[src/hw/mem_bus_pkg.sv]
package mem_bus_pkg;

    // ------------------------------------------------------------
    // Packed memory bus, CPU side to peripheral
    // ------------------------------------------------------------
    typedef struct packed {
        logic        valid;     // Held until ready is seen
        logic [31:0] addr;      // Byte address, top byte selects device
        logic [31:0] wdata;
        logic [3:0]  wstrb;     // All zero means a read
    } mem_fwd_t;

    // ------------------------------------------------------------
    // Packed memory bus, peripheral back to CPU
    // ------------------------------------------------------------
    typedef struct packed {
        logic        ready;     // Single-cycle pulse per access
        logic [31:0] rdata;     // Valid with ready
    } mem_ret_t;

endpackage

[src/hw/uart_pkg.sv]
package uart_pkg;

    // ------------------------------------------------------------
    // Register map, offsets within the device window
    // ------------------------------------------------------------
    localparam logic [3:0] REG_TX_DATA = 4'h0;   // Write a byte to send
    localparam logic [3:0] REG_STATUS  = 4'h4;   // Read flags
    localparam logic [3:0] REG_RX_DATA = 4'h8;   // Read a received byte
    localparam logic [3:0] REG_BAUD    = 4'hC;   // Clock cycles per bit

    // Frame and buffer sizing
    localparam int DATA_BITS     = 8;
    localparam int TX_FIFO_DEPTH = 4;
    localparam int RX_FIFO_DEPTH = 4;
    localparam int CREDIT_W      = 3;            // Holds 0..TX_FIFO_DEPTH

    localparam logic [15:0] PRESCALE_RESET = 16'd16;
    localparam logic [31:0] RX_EMPTY_WORD  = 32'hFFFF_FF00;  // Read of empty RX FIFO

    // Status word, bit 0 is tx_busy, zero-extended on the bus
    typedef struct packed {
        logic rx_overrun;   // Sticky, cleared by a status read
        logic rx_valid;     // RX FIFO not empty
        logic tx_full;      // No transmit credit left
        logic tx_busy;      // Frame on the line or bytes queued
    } uart_status_t;

    // ------------------------------------------------------------
    // Bus write word, meaning depends on the register addressed
    // ------------------------------------------------------------
    typedef struct packed {
        logic [23:0] rsvd;
        logic [7:0]  tx_byte;   // Byte to transmit
    } uart_tx_view_t;

    typedef struct packed {
        logic [15:0] rsvd;
        logic [15:0] prescale;  // Cycles per bit
    } uart_baud_view_t;

    typedef union packed {
        uart_tx_view_t   tx_view;
        uart_baud_view_t baud_view;
    } uart_wdata_u;

endpackage

[src/hw/uart_fifo.sv]
`timescale 1ns/100ps

module uart_fifo #(
    parameter int depth = 4     // Power of two
) (
    input  logic       clk,
    input  logic       rst_n,
    input  logic       push,
    input  logic [7:0] push_data,
    input  logic       pop,
    output logic [7:0] head,    // Show-ahead, valid while not empty
    output logic       empty,
    output logic       full
);

    localparam int aw = $clog2(depth);

    logic [7:0]  mem [depth];
    logic [aw:0] wr_ptr;        // Extra bit tells full from empty
    logic [aw:0] rd_ptr;
    logic        do_push;
    logic        do_pop;

    assign empty   = (wr_ptr == rd_ptr);
    assign full    = (wr_ptr[aw] != rd_ptr[aw]) && (wr_ptr[aw-1:0] == rd_ptr[aw-1:0]);
    assign do_push = push && !full;     // Push into full is lost
    assign do_pop  = pop && !empty;     // Pop of empty does nothing
    assign head    = mem[rd_ptr[aw-1:0]];

    // ------------------------------------------------------------
    // Pointers
    // ------------------------------------------------------------
    always_ff @(posedge clk) begin
        if (!rst_n) begin
            wr_ptr <= '0;
            rd_ptr <= '0;
        end else begin
            if (do_push) wr_ptr <= wr_ptr + 1'b1;
            if (do_pop)  rd_ptr <= rd_ptr + 1'b1;
        end
    end

    // Storage
    always_ff @(posedge clk) begin
        if (do_push) begin
            mem[wr_ptr[aw-1:0]] <= push_data;
        end
    end

endmodule

[src/hw/uart_periph.sv]
`timescale 1ns/100ps

module uart_periph #(
    parameter logic [7:0] base_addr = 8'h00
) (
    input  logic                  clk,
    input  logic                  rst_n,
    input  mem_bus_pkg::mem_fwd_t mem_fwd,
    output mem_bus_pkg::mem_ret_t mem_ret,
    input  logic                  rxd,
    output logic                  txd,
    output logic                  irq_rx_valid
);

    logic        tx_push;
    logic [7:0]  tx_push_byte;
    logic [7:0]  tx_head;
    logic        tx_empty;
    logic        tx_pop;        // Pop strobe, returned as a credit
    logic        tx_busy;
    logic        rx_push;
    logic [7:0]  rx_push_data;
    logic        rx_drop;
    logic [7:0]  rx_head;
    logic        rx_empty;
    logic        rx_full;
    logic        rx_pop;
    logic [15:0] prescale;

    assign irq_rx_valid = !rx_empty;    // Level, while data waits

    // ------------------------------------------------------------
    // Register block
    // ------------------------------------------------------------
    uart_regs #(.base_addr(base_addr)) i_uart_regs (
        .clk, .rst_n, .mem_fwd, .mem_ret,
        .tx_credit(tx_pop), .tx_push, .tx_push_byte,
        .rx_head, .rx_empty, .rx_pop, .rx_drop,
        .tx_busy, .prescale
    );

    // ------------------------------------------------------------
    // Transmit path, credits keep the FIFO from filling past depth
    // ------------------------------------------------------------
    uart_fifo #(.depth(uart_pkg::TX_FIFO_DEPTH)) tx_fifo (
        .clk, .rst_n, .push(tx_push), .push_data(tx_push_byte),
        .pop(tx_pop), .head(tx_head), .empty(tx_empty), .full()
    );

    uart_tx i_uart_tx (
        .clk, .rst_n, .prescale, .fifo_head(tx_head), .fifo_empty(tx_empty),
        .fifo_pop(tx_pop), .busy(tx_busy), .txd
    );

    // Receive path, no back-pressure
    uart_rx i_uart_rx (
        .clk, .rst_n, .prescale, .rxd, .fifo_full(rx_full),
        .push(rx_push), .push_data(rx_push_data), .drop(rx_drop)
    );

    uart_fifo #(.depth(uart_pkg::RX_FIFO_DEPTH)) rx_fifo (
        .clk, .rst_n, .push(rx_push), .push_data(rx_push_data),
        .pop(rx_pop), .head(rx_head), .empty(rx_empty), .full(rx_full)
    );

endmodule

[src/hw/uart_regs.sv]
`timescale 1ns/100ps

module uart_regs #(
    parameter logic [7:0] base_addr = 8'h00    // Device window, addr[31:24]
) (
    input  logic                  clk,
    input  logic                  rst_n,
    input  mem_bus_pkg::mem_fwd_t mem_fwd,
    output mem_bus_pkg::mem_ret_t mem_ret,
    input  logic                  tx_credit,     // Serializer took a byte
    output logic                  tx_push,
    output logic [7:0]            tx_push_byte,
    input  logic [7:0]            rx_head,
    input  logic                  rx_empty,
    output logic                  rx_pop,
    input  logic                  rx_drop,       // Byte lost, RX FIFO full
    input  logic                  tx_busy,       // Frame on the line
    output logic [15:0]           prescale
);

    logic                            ready_q;
    logic [31:0]                     rdata_q;
    logic [uart_pkg::CREDIT_W-1:0]   credit;
    logic                            overrun;
    uart_pkg::uart_status_t          status;
    uart_pkg::uart_wdata_u           wdata_u;
    logic                            serve;
    logic                            is_write;
    logic [3:0]                      offset;
    logic                            tx_wr;
    logic                            stat_rd;
    logic                            rx_rd;
    logic                            baud_wr;
    logic                            baud_rd;

    // ------------------------------------------------------------
    // Access decode
    // ------------------------------------------------------------
    // Held request is blocked while its ready is out
    assign serve    = mem_fwd.valid && !ready_q && (mem_fwd.addr[31:24] == base_addr);
    assign is_write = |mem_fwd.wstrb;
    assign offset   = mem_fwd.addr[3:0];
    assign wdata_u  = mem_fwd.wdata;

    assign tx_wr   = serve && is_write && (offset == uart_pkg::REG_TX_DATA);
    assign stat_rd = serve && !is_write && (offset == uart_pkg::REG_STATUS);
    assign rx_rd   = serve && !is_write && (offset == uart_pkg::REG_RX_DATA);
    assign baud_wr = serve && is_write && (offset == uart_pkg::REG_BAUD);
    assign baud_rd = serve && !is_write && (offset == uart_pkg::REG_BAUD);

    // Transmit push only with a credit in hand, otherwise the write stalls
    assign tx_push      = tx_wr && (credit != '0);
    assign tx_push_byte = wdata_u.tx_view.tx_byte;
    assign rx_pop       = rx_rd && !rx_empty;   // Empty read pops nothing

    // Status word
    assign status.tx_busy    = tx_busy || (credit != uart_pkg::CREDIT_W'(uart_pkg::TX_FIFO_DEPTH));
    assign status.tx_full    = (credit == '0);
    assign status.rx_valid   = !rx_empty;
    assign status.rx_overrun = overrun;

    // ------------------------------------------------------------
    // Control state
    // ------------------------------------------------------------
    always_ff @(posedge clk) begin
        if (!rst_n) begin
            ready_q  <= 1'b0;
            credit   <= uart_pkg::CREDIT_W'(uart_pkg::TX_FIFO_DEPTH);
            prescale <= uart_pkg::PRESCALE_RESET;
            overrun  <= 1'b0;
        end else begin
            // Every served access completes, except a write with no credit
            ready_q <= serve && !(tx_wr && !tx_push);

            // Push and return may land on the same cycle
            case ({tx_push, tx_credit})
                2'b10:   credit <= credit - 1'b1;
                2'b01:   credit <= credit + 1'b1;
                default: credit <= credit;
            endcase

            if (baud_wr && mem_fwd.wstrb[0]) prescale[7:0]  <= wdata_u.baud_view.prescale[7:0];
            if (baud_wr && mem_fwd.wstrb[1]) prescale[15:8] <= wdata_u.baud_view.prescale[15:8];

            // A drop on the read cycle stays visible
            overrun <= rx_drop || (overrun && !stat_rd);
        end
    end

    // Read data, meaningful only with ready
    always_ff @(posedge clk) begin
        rdata_q <= '0;
        if (stat_rd) begin
            rdata_q <= {28'd0, status};
        end else if (rx_rd) begin
            rdata_q <= rx_empty ? uart_pkg::RX_EMPTY_WORD : {24'd0, rx_head};
        end else if (baud_rd) begin
            rdata_q <= {16'd0, prescale};
        end
    end

    assign mem_ret.ready = ready_q;
    assign mem_ret.rdata = rdata_q;

endmodule

[src/hw/uart_rx.sv]
`timescale 1ns/100ps

module uart_rx (
    input  logic        clk,
    input  logic        rst_n,
    input  logic [15:0] prescale,
    input  logic        rxd,
    input  logic        fifo_full,
    output logic        push,
    output logic [7:0]  push_data,
    output logic        drop        // Good frame lost to a full FIFO
);

    typedef enum logic [1:0] {IDLE, START, DATA, STOP} rx_state_t;

    rx_state_t                              state;
    logic                                   rxd_m;    // Synchronizer stage 1
    logic                                   rxd_s;    // Synchronizer stage 2
    logic                                   rxd_d;    // For edge detect
    logic [15:0]                            period;
    logic [15:0]                            cnt;
    logic [uart_pkg::DATA_BITS-1:0]         shreg;
    logic [$clog2(uart_pkg::DATA_BITS)-1:0] bit_idx;
    logic                                   stop_ok;

    // Mid-stop sample with a good stop bit ends the frame
    assign stop_ok   = (state == STOP) && (cnt == '0) && rxd_s;
    assign push      = stop_ok && !fifo_full;
    assign drop      = stop_ok && fifo_full;
    assign push_data = shreg;

    // ------------------------------------------------------------
    // Synchronizer
    // ------------------------------------------------------------
    always_ff @(posedge clk) begin
        if (!rst_n) begin
            rxd_m <= 1'b1;
            rxd_s <= 1'b1;
            rxd_d <= 1'b1;
        end else begin
            rxd_m <= rxd;
            rxd_s <= rxd_m;
            rxd_d <= rxd_s;
        end
    end

    // ------------------------------------------------------------
    // Frame FSM, samples at mid-bit
    // ------------------------------------------------------------
    always_ff @(posedge clk) begin
        if (!rst_n) begin
            state   <= IDLE;
            period  <= uart_pkg::PRESCALE_RESET;
            cnt     <= '0;
            shreg   <= '0;
            bit_idx <= '0;
        end else if (state == IDLE) begin
            if (rxd_d && !rxd_s) begin                  // Falling start edge
                state  <= START;
                period <= prescale;
                cnt    <= {1'b0, prescale[15:1]} - 1'b1; // Half a bit
            end
        end else if (cnt != '0) begin
            cnt <= cnt - 1'b1;
        end else begin
            cnt <= period - 1'b1;
            case (state)
                START: begin
                    bit_idx <= '0;
                    state   <= rxd_s ? IDLE : DATA;     // High again means glitch
                end
                DATA: begin
                    shreg <= {rxd_s, shreg[uart_pkg::DATA_BITS-1:1]};
                    if (bit_idx == ($bits(bit_idx))'(uart_pkg::DATA_BITS - 1)) begin
                        state <= STOP;
                    end else begin
                        bit_idx <= bit_idx + 1'b1;
                    end
                end
                default: state <= IDLE;     // Stop of 0 is a framing error, dropped silently
            endcase
        end
    end

endmodule

[src/hw/uart_tx.sv]
`timescale 1ns/100ps

module uart_tx (
    input  logic        clk,
    input  logic        rst_n,
    input  logic [15:0] prescale,
    input  logic [7:0]  fifo_head,
    input  logic        fifo_empty,
    output logic        fifo_pop,   // Doubles as the credit return
    output logic        busy,
    output logic        txd
);

    typedef enum logic [1:0] {IDLE, START, DATA, STOP} tx_state_t;

    tx_state_t                              state;
    logic [15:0]                            period;   // Latched per frame
    logic [15:0]                            cnt;      // Cycles left in the bit
    logic [uart_pkg::DATA_BITS-1:0]         shreg;
    logic [$clog2(uart_pkg::DATA_BITS)-1:0] bit_idx;

    assign fifo_pop = (state == IDLE) && !fifo_empty;
    assign busy     = (state != IDLE);

    // ------------------------------------------------------------
    // Frame FSM, LSB first
    // ------------------------------------------------------------
    always_ff @(posedge clk) begin
        if (!rst_n) begin
            state   <= IDLE;
            txd     <= 1'b1;    // Line idles high
            period  <= uart_pkg::PRESCALE_RESET;
            cnt     <= '0;
            shreg   <= '0;
            bit_idx <= '0;
        end else if (state == IDLE) begin
            if (fifo_pop) begin
                state  <= START;
                txd    <= 1'b0;                 // Start bit
                period <= prescale;             // New prescale applies here
                cnt    <= prescale - 1'b1;
                shreg  <= fifo_head;
            end
        end else if (cnt != '0) begin
            cnt <= cnt - 1'b1;
        end else begin
            cnt <= period - 1'b1;
            case (state)
                START: begin
                    state   <= DATA;
                    txd     <= shreg[0];
                    shreg   <= shreg >> 1;
                    bit_idx <= '0;
                end
                DATA: begin
                    if (bit_idx == ($bits(bit_idx))'(uart_pkg::DATA_BITS - 1)) begin
                        state <= STOP;
                        txd   <= 1'b1;          // Stop bit
                    end else begin
                        txd     <= shreg[0];
                        shreg   <= shreg >> 1;
                        bit_idx <= bit_idx + 1'b1;
                    end
                end
                default: state <= IDLE;         // End of stop, pop next cycle
            endcase
        end
    end

endmodule

[config.mk]
export PLATFORM = sky130hd
export DESIGN_NAME = uart_periph
export DESIGN_NICKNAME = d
export VERILOG_FILES = /design/src/hw/mem_bus_pkg.sv /design/src/hw/uart_pkg.sv /design/src/hw/uart_fifo.sv /design/src/hw/uart_periph.sv /design/src/hw/uart_regs.sv /design/src/hw/uart_rx.sv /design/src/hw/uart_tx.sv
export SDC_FILE = /design/constraint.sdc
export NUM_CORES = 1
export LEC_CHECK = 0
export BUFFER_PORTS_ARGS = -buffer_cell sky130_fd_sc_hd__buf_2
export CAP_MARGIN = 20
export CORE_MARGIN = 1.5
export CORE_UTILIZATION = 39
export DETAILED_ROUTE_END_ITERATION = 8
export PLACE_DENSITY = 0.56
export SLEW_MARGIN = 20
export SYNTH_ARGS = -nofsm -noshare
export SYNTH_HDL_FRONTEND = slang
export SYNTH_SLANG_ARGS = --single-unit
export TNS_END_PERCENT = 30
[constraint.sdc]
create_clock -name clk -period 4.2 [get_ports clk]
set_clock_uncertainty 0.2 [all_clocks]
set_input_delay 0 -clock clk [delete_from_list [all_inputs] [get_ports clk]]
set_output_delay 0 -clock clk [all_outputs]
set_load 0.01 [all_outputs]
==> out/qor.tcl <==
set qor(run_status) {finished, violations left}
set qor(failed_checks) {negative hold slack}
set qor(rows) 57
set qor(synth_top_flop_cell) {sky130_fd_sc_hd__dfxtp_1}
set qor(worst_setup_path_end_kind) {flip-flop}
set qor(drt-pass1-iter-count) 5
set qor(grt_antenna_before_repair) 0
set qor(delay_of_the_slowest_cell_on_the_worst_path_ps) 580
set qor(dieHeight_um) 160
set qor(synth_largest_area_cell) {sky130_fd_sc_hd__dfxtp_1}
set qor(combinational_group_share_of_total_power) 0.243
set qor(vias) 7322
set qor(number_of_synthesized_flops_with_an_enable_pin) 64
set qor(power_frac_seq) 0.400
set qor(clock_path_buffers) 3
set qor(yosys-top-cells-count) {sky130_fd_sc_hd__nand2_1, sky130_fd_sc_hd__dfxtp_1, sky130_fd_sc_hd__a21oi_1, sky130_fd_sc_hd__nor2_1, sky130_fd_sc_hd__edfxtp_1}
set qor(cts_setup_buffers) 0
set qor(worst_setup_hold_path_clk_slew_ps) 60
set qor(rsz0062_at_grt) {false}
set qor(required_time_at_the_worst_slack_endpoint_ps) 4460
set qor(dp_hpwl_um) 15400
set qor(critPathMaxFanout) 8
set qor(power.leakage_uw) 0.00430
set qor(max_slew_margin) 0.361
set qor(critical_path_buf_inv_count) 5
set qor(crit_path_frequent_cell) {sky130_fd_sc_hd__dlygate4sd3_1}
set qor(post-synth-top-area-fraction) 0.309
set qor(num_antenna_cells) 0
set qor(first_global_vias) 7135
set qor(path_class) {in -> reg}
set qor(clock_sink_count) 212
set qor(first_pass_grt_wire_length_um) 37900
set qor(grt_start_max_net_pins) 57
set qor(async_flop_share) 0
set qor(multi_input_area_mm2) 0.00429
set qor(final_hold_viol_count) 1
set qor(post_route_clock_period_utilization) 0.920
set qor(worst_hold_startpoint) {mem_fwd[2]}
set qor(finalWorstSetupSlack_ps) 337
set qor(top_family_by_delay_on_critical_path) {buffers and inverters}
set qor(finalSetupViolations) 0
set qor(path_cells) {dlygate4sd3_1 > buf_2 > nor2_1 > dlygate4sd3_1 > nand3_1 > nor3_1 > and3_1 > and2_1 > nand2_1 > dlygate4sd3_1 > a21oi_1 > dlygate4sd3_1}
set qor(mappedNetlistNets) 1074
set qor(ff2ff_setup_slack_ps) 440
set qor(clock_latency_ps) 530
set qor(synth.top_cells.by_area) {sky130_fd_sc_hd__dfxtp_1, sky130_fd_sc_hd__edfxtp_1, sky130_fd_sc_hd__nand2_1}
set qor(cts_tree) {yes}
set qor(layout-drive-gt1-share) 0.151
set qor(fin_util) 0.472
set qor(detail_route.drc_violations) 0
set qor(arrival_ps) 4130
set qor(worstReg2RegEnd) {i_uart_regs.prescale[8]}
set qor(initial_utilization) 0.396
set qor(worstRegToRegCells) 9
set qor(cap_violations) 0
set qor(power_switching_share) 0.321
set qor(post_synth_inst_count) 977
set qor(io_buffer_count) 70
set qor(least_margin_pin_slew_ps) 959
set qor(detail_route.iter0.violations) 527
set qor(placed_cell_area_mm2) 0.0101
set qor(power_switching_uw) 1910
set qor(synthMostInstantiatedCell) {sky130_fd_sc_hd__nand2_1}
set qor(yosysWarnings) 0
set qor(synth_register_bits) 212
set qor(grt_overflow) 0
set qor(finalMaxSlewViolations) 0
set qor(die_width_um) 160
set qor(internal_power_uw) 4050
set qor(cts_inserted_buffers) 25
set qor(core-area_mm2) 0.0242
set qor(dp_slack_ps) 958
set qor(number_of_i_o_pins) 107
set qor(detail-route-antenna-nets) 0
set qor(timing.hold.worst.class) {in -> reg}
set qor(grt.total_usage) 0.184
set qor(ff_latch_area_mm2) 0.00488
set qor(h-tree-depth) 1
set qor(mappedNetlistArea_mm2) 0.00960
set qor(hold_path_end) {i_uart_regs.rdata_q[2]}
set qor(gp_congestion) 0.842
set qor(fill_cells) 2328
set qor(holdWs_ps) -10.9
set qor(timing.setup.tns_ps) 0
set qor(regToRegStartpoint) {i_uart_regs.ready_q}
set qor(timing.hold.worst_path_depth) 5
set qor(route.detailed.wl_per_inst_um) 16.7
set qor(crit_slowest_cell) {sky130_fd_sc_hd__dlygate4sd3_1}
set qor(final_area_mm2) 0.0115
set qor(maximum_frequency_from_static_timing_analysis_ghz) 0.259
set qor(syn_area_per_cell_um2) 9.82
set qor(synth.yosys.seq_area_share) 0.509
set qor(worst_ir_drop_on_vdd_mv) 0.310
set qor(fp.dieArea_mm2) 0.0256
set qor(fin_crit_ps) 3860
set qor(clock_root_cell) {sky130_fd_sc_hd__clkbuf_16}
set qor(critical_path.startpoint_type) {primary input}
set qor(finish.net_count) 1167
set qor(synth.lib_cells_used.distinct) 72
set qor(pwr-share-clk) 0.358
set qor(power_density_mw_per_mm2) 520
set qor(avgViaCountPerCell) 5.19
set qor(drt_wl_total_um) 23500
set qor(area.growth.synth_to_final_pct) 19.4
-- sequential cells by signal, indices dropped and copies added, names as in the netlist, 8 cells and up, named ones only --
name	flops
i_uart_tx.cnt	16
i_uart_rx.push_data	8
rx_fifo.mem	32
i_uart_regs.prescale	16
i_uart_tx.period	16
i_uart_regs.rdata_q	17
i_uart_rx.period	16
i_uart_rx.cnt	16
i_uart_tx.shreg	8
tx_fifo.mem	32
-- layer usage --
| layer | part of all wire | track usage |
|---|---|---|
| met1 | 0.46 | 0.248 |
| met2 | 0.47 | 0.310 |
| met3 | 0.043 | 0.0247 |
| met4 | 0.024 | 0.0544 |
| met5 | 0 | 0 |
-- timing repair --
item,in CTS,in global routing
endpoints found under the hold margin,91,0
resized for setup,0,0
hold buffers,51,0
-- power by group through the flow --
stage	combinational [uW]	sequential, uW	clock [uW]
detailed placement	1410	2420	0
CTS	1440	2380	2170
global placement	1400	2420	0
finish	1450	2380	2130
global route	1600	2400	2260
floorplan	1110	2370	0
-- worst min-delay path, stage by stage --
cell and delay [ps]:
sky130_fd_sc_hd__buf_2 70, sky130_fd_sc_hd__or4_1 190, sky130_fd_sc_hd__nor3_1 170, sky130_fd_sc_hd__o21ai_0 180, sky130_fd_sc_hd__nand2_1 60
-- through the flow --
stage / total power, uW / std cells
after floorplan: 3480 / 977
after global placement: 3820 / 1316
after detailed placement: 3830 / 1316
after CTS: 5990 / 1412
after global routing: 6260 / 1412
final: 5960 / 1412
-- layout make-up --
class	count	area share
clock buffer	37	0.0647
multi-input combinational	675	0.375
sequential	212	0.426
timing repair buffer	137	0.0856
inverter	19	0.00633
clock inverter	8	0.00699
tap	324	0.0354
-- worst max-delay path by stage --
stage / from / end / slack, ps / cells past startpoint
global route: mem_fwd[67] / i_uart_regs.prescale[10] / 120 / 12
global placement: i_uart_tx.state[0] / i_uart_tx.cnt[10] / 1020 / 10
finish: mem_fwd[67] / i_uart_regs.prescale[8] / 340 / 12
floorplan: i_uart_tx.state[0] / i_uart_tx.cnt[10] / 640 / 15
CTS: mem_fwd[67] / i_uart_regs.prescale[15] / 430 / 12
detailed placement: i_uart_tx.state[0] / i_uart_tx.cnt[10] / 960 / 10
-- placed cells by master, fill, tap and decap left out, types with 13 or more instances in the layout --
cell type,n
sky130_fd_sc_hd__mux4_2,16
sky130_fd_sc_hd__nand2_1,156
sky130_fd_sc_hd__dfxtp_1,148
sky130_fd_sc_hd__buf_2,70
sky130_fd_sc_hd__edfxtp_1,64
sky130_fd_sc_hd__nor2_1,79
sky130_fd_sc_hd__o21ai_0,40
sky130_fd_sc_hd__mux2i_1,21
sky130_fd_sc_hd__a21oi_1,90
sky130_fd_sc_hd__and2_1,13
sky130_fd_sc_hd__inv_1,17
sky130_fd_sc_hd__a211oi_1,19
sky130_fd_sc_hd__dlygate4sd3_1,51
sky130_fd_sc_hd__buf_4,16
sky130_fd_sc_hd__ha_1,23
sky130_fd_sc_hd__nor3_1,21
sky130_fd_sc_hd__nand3_1,20
sky130_fd_sc_hd__xnor2_1,23
sky130_fd_sc_hd__clkbuf_16,25
-- logic make-up (layout without fill, tap and decap cells) --
| logic type | after synthesis | after routing | share of synthesized area |
|---|---|---|---|
| AO/OA/AOI/OAI | 224 | 224 | 0.148 |
| XOR/XNOR | 31 | 31 | 0.0283 |
| adder cells (fa/ha/maj) | 25 | 25 | 0.0334 |
| buffers and inverters | 90 | 201 | 0.0438 |
| flip-flops | 212 | 212 | 0.509 |
| multiplexers | 42 | 42 | 0.0653 |
| AND/OR/NAND/NOR | 353 | 353 | 0.172 |
(Power assumes the default switching activity.)
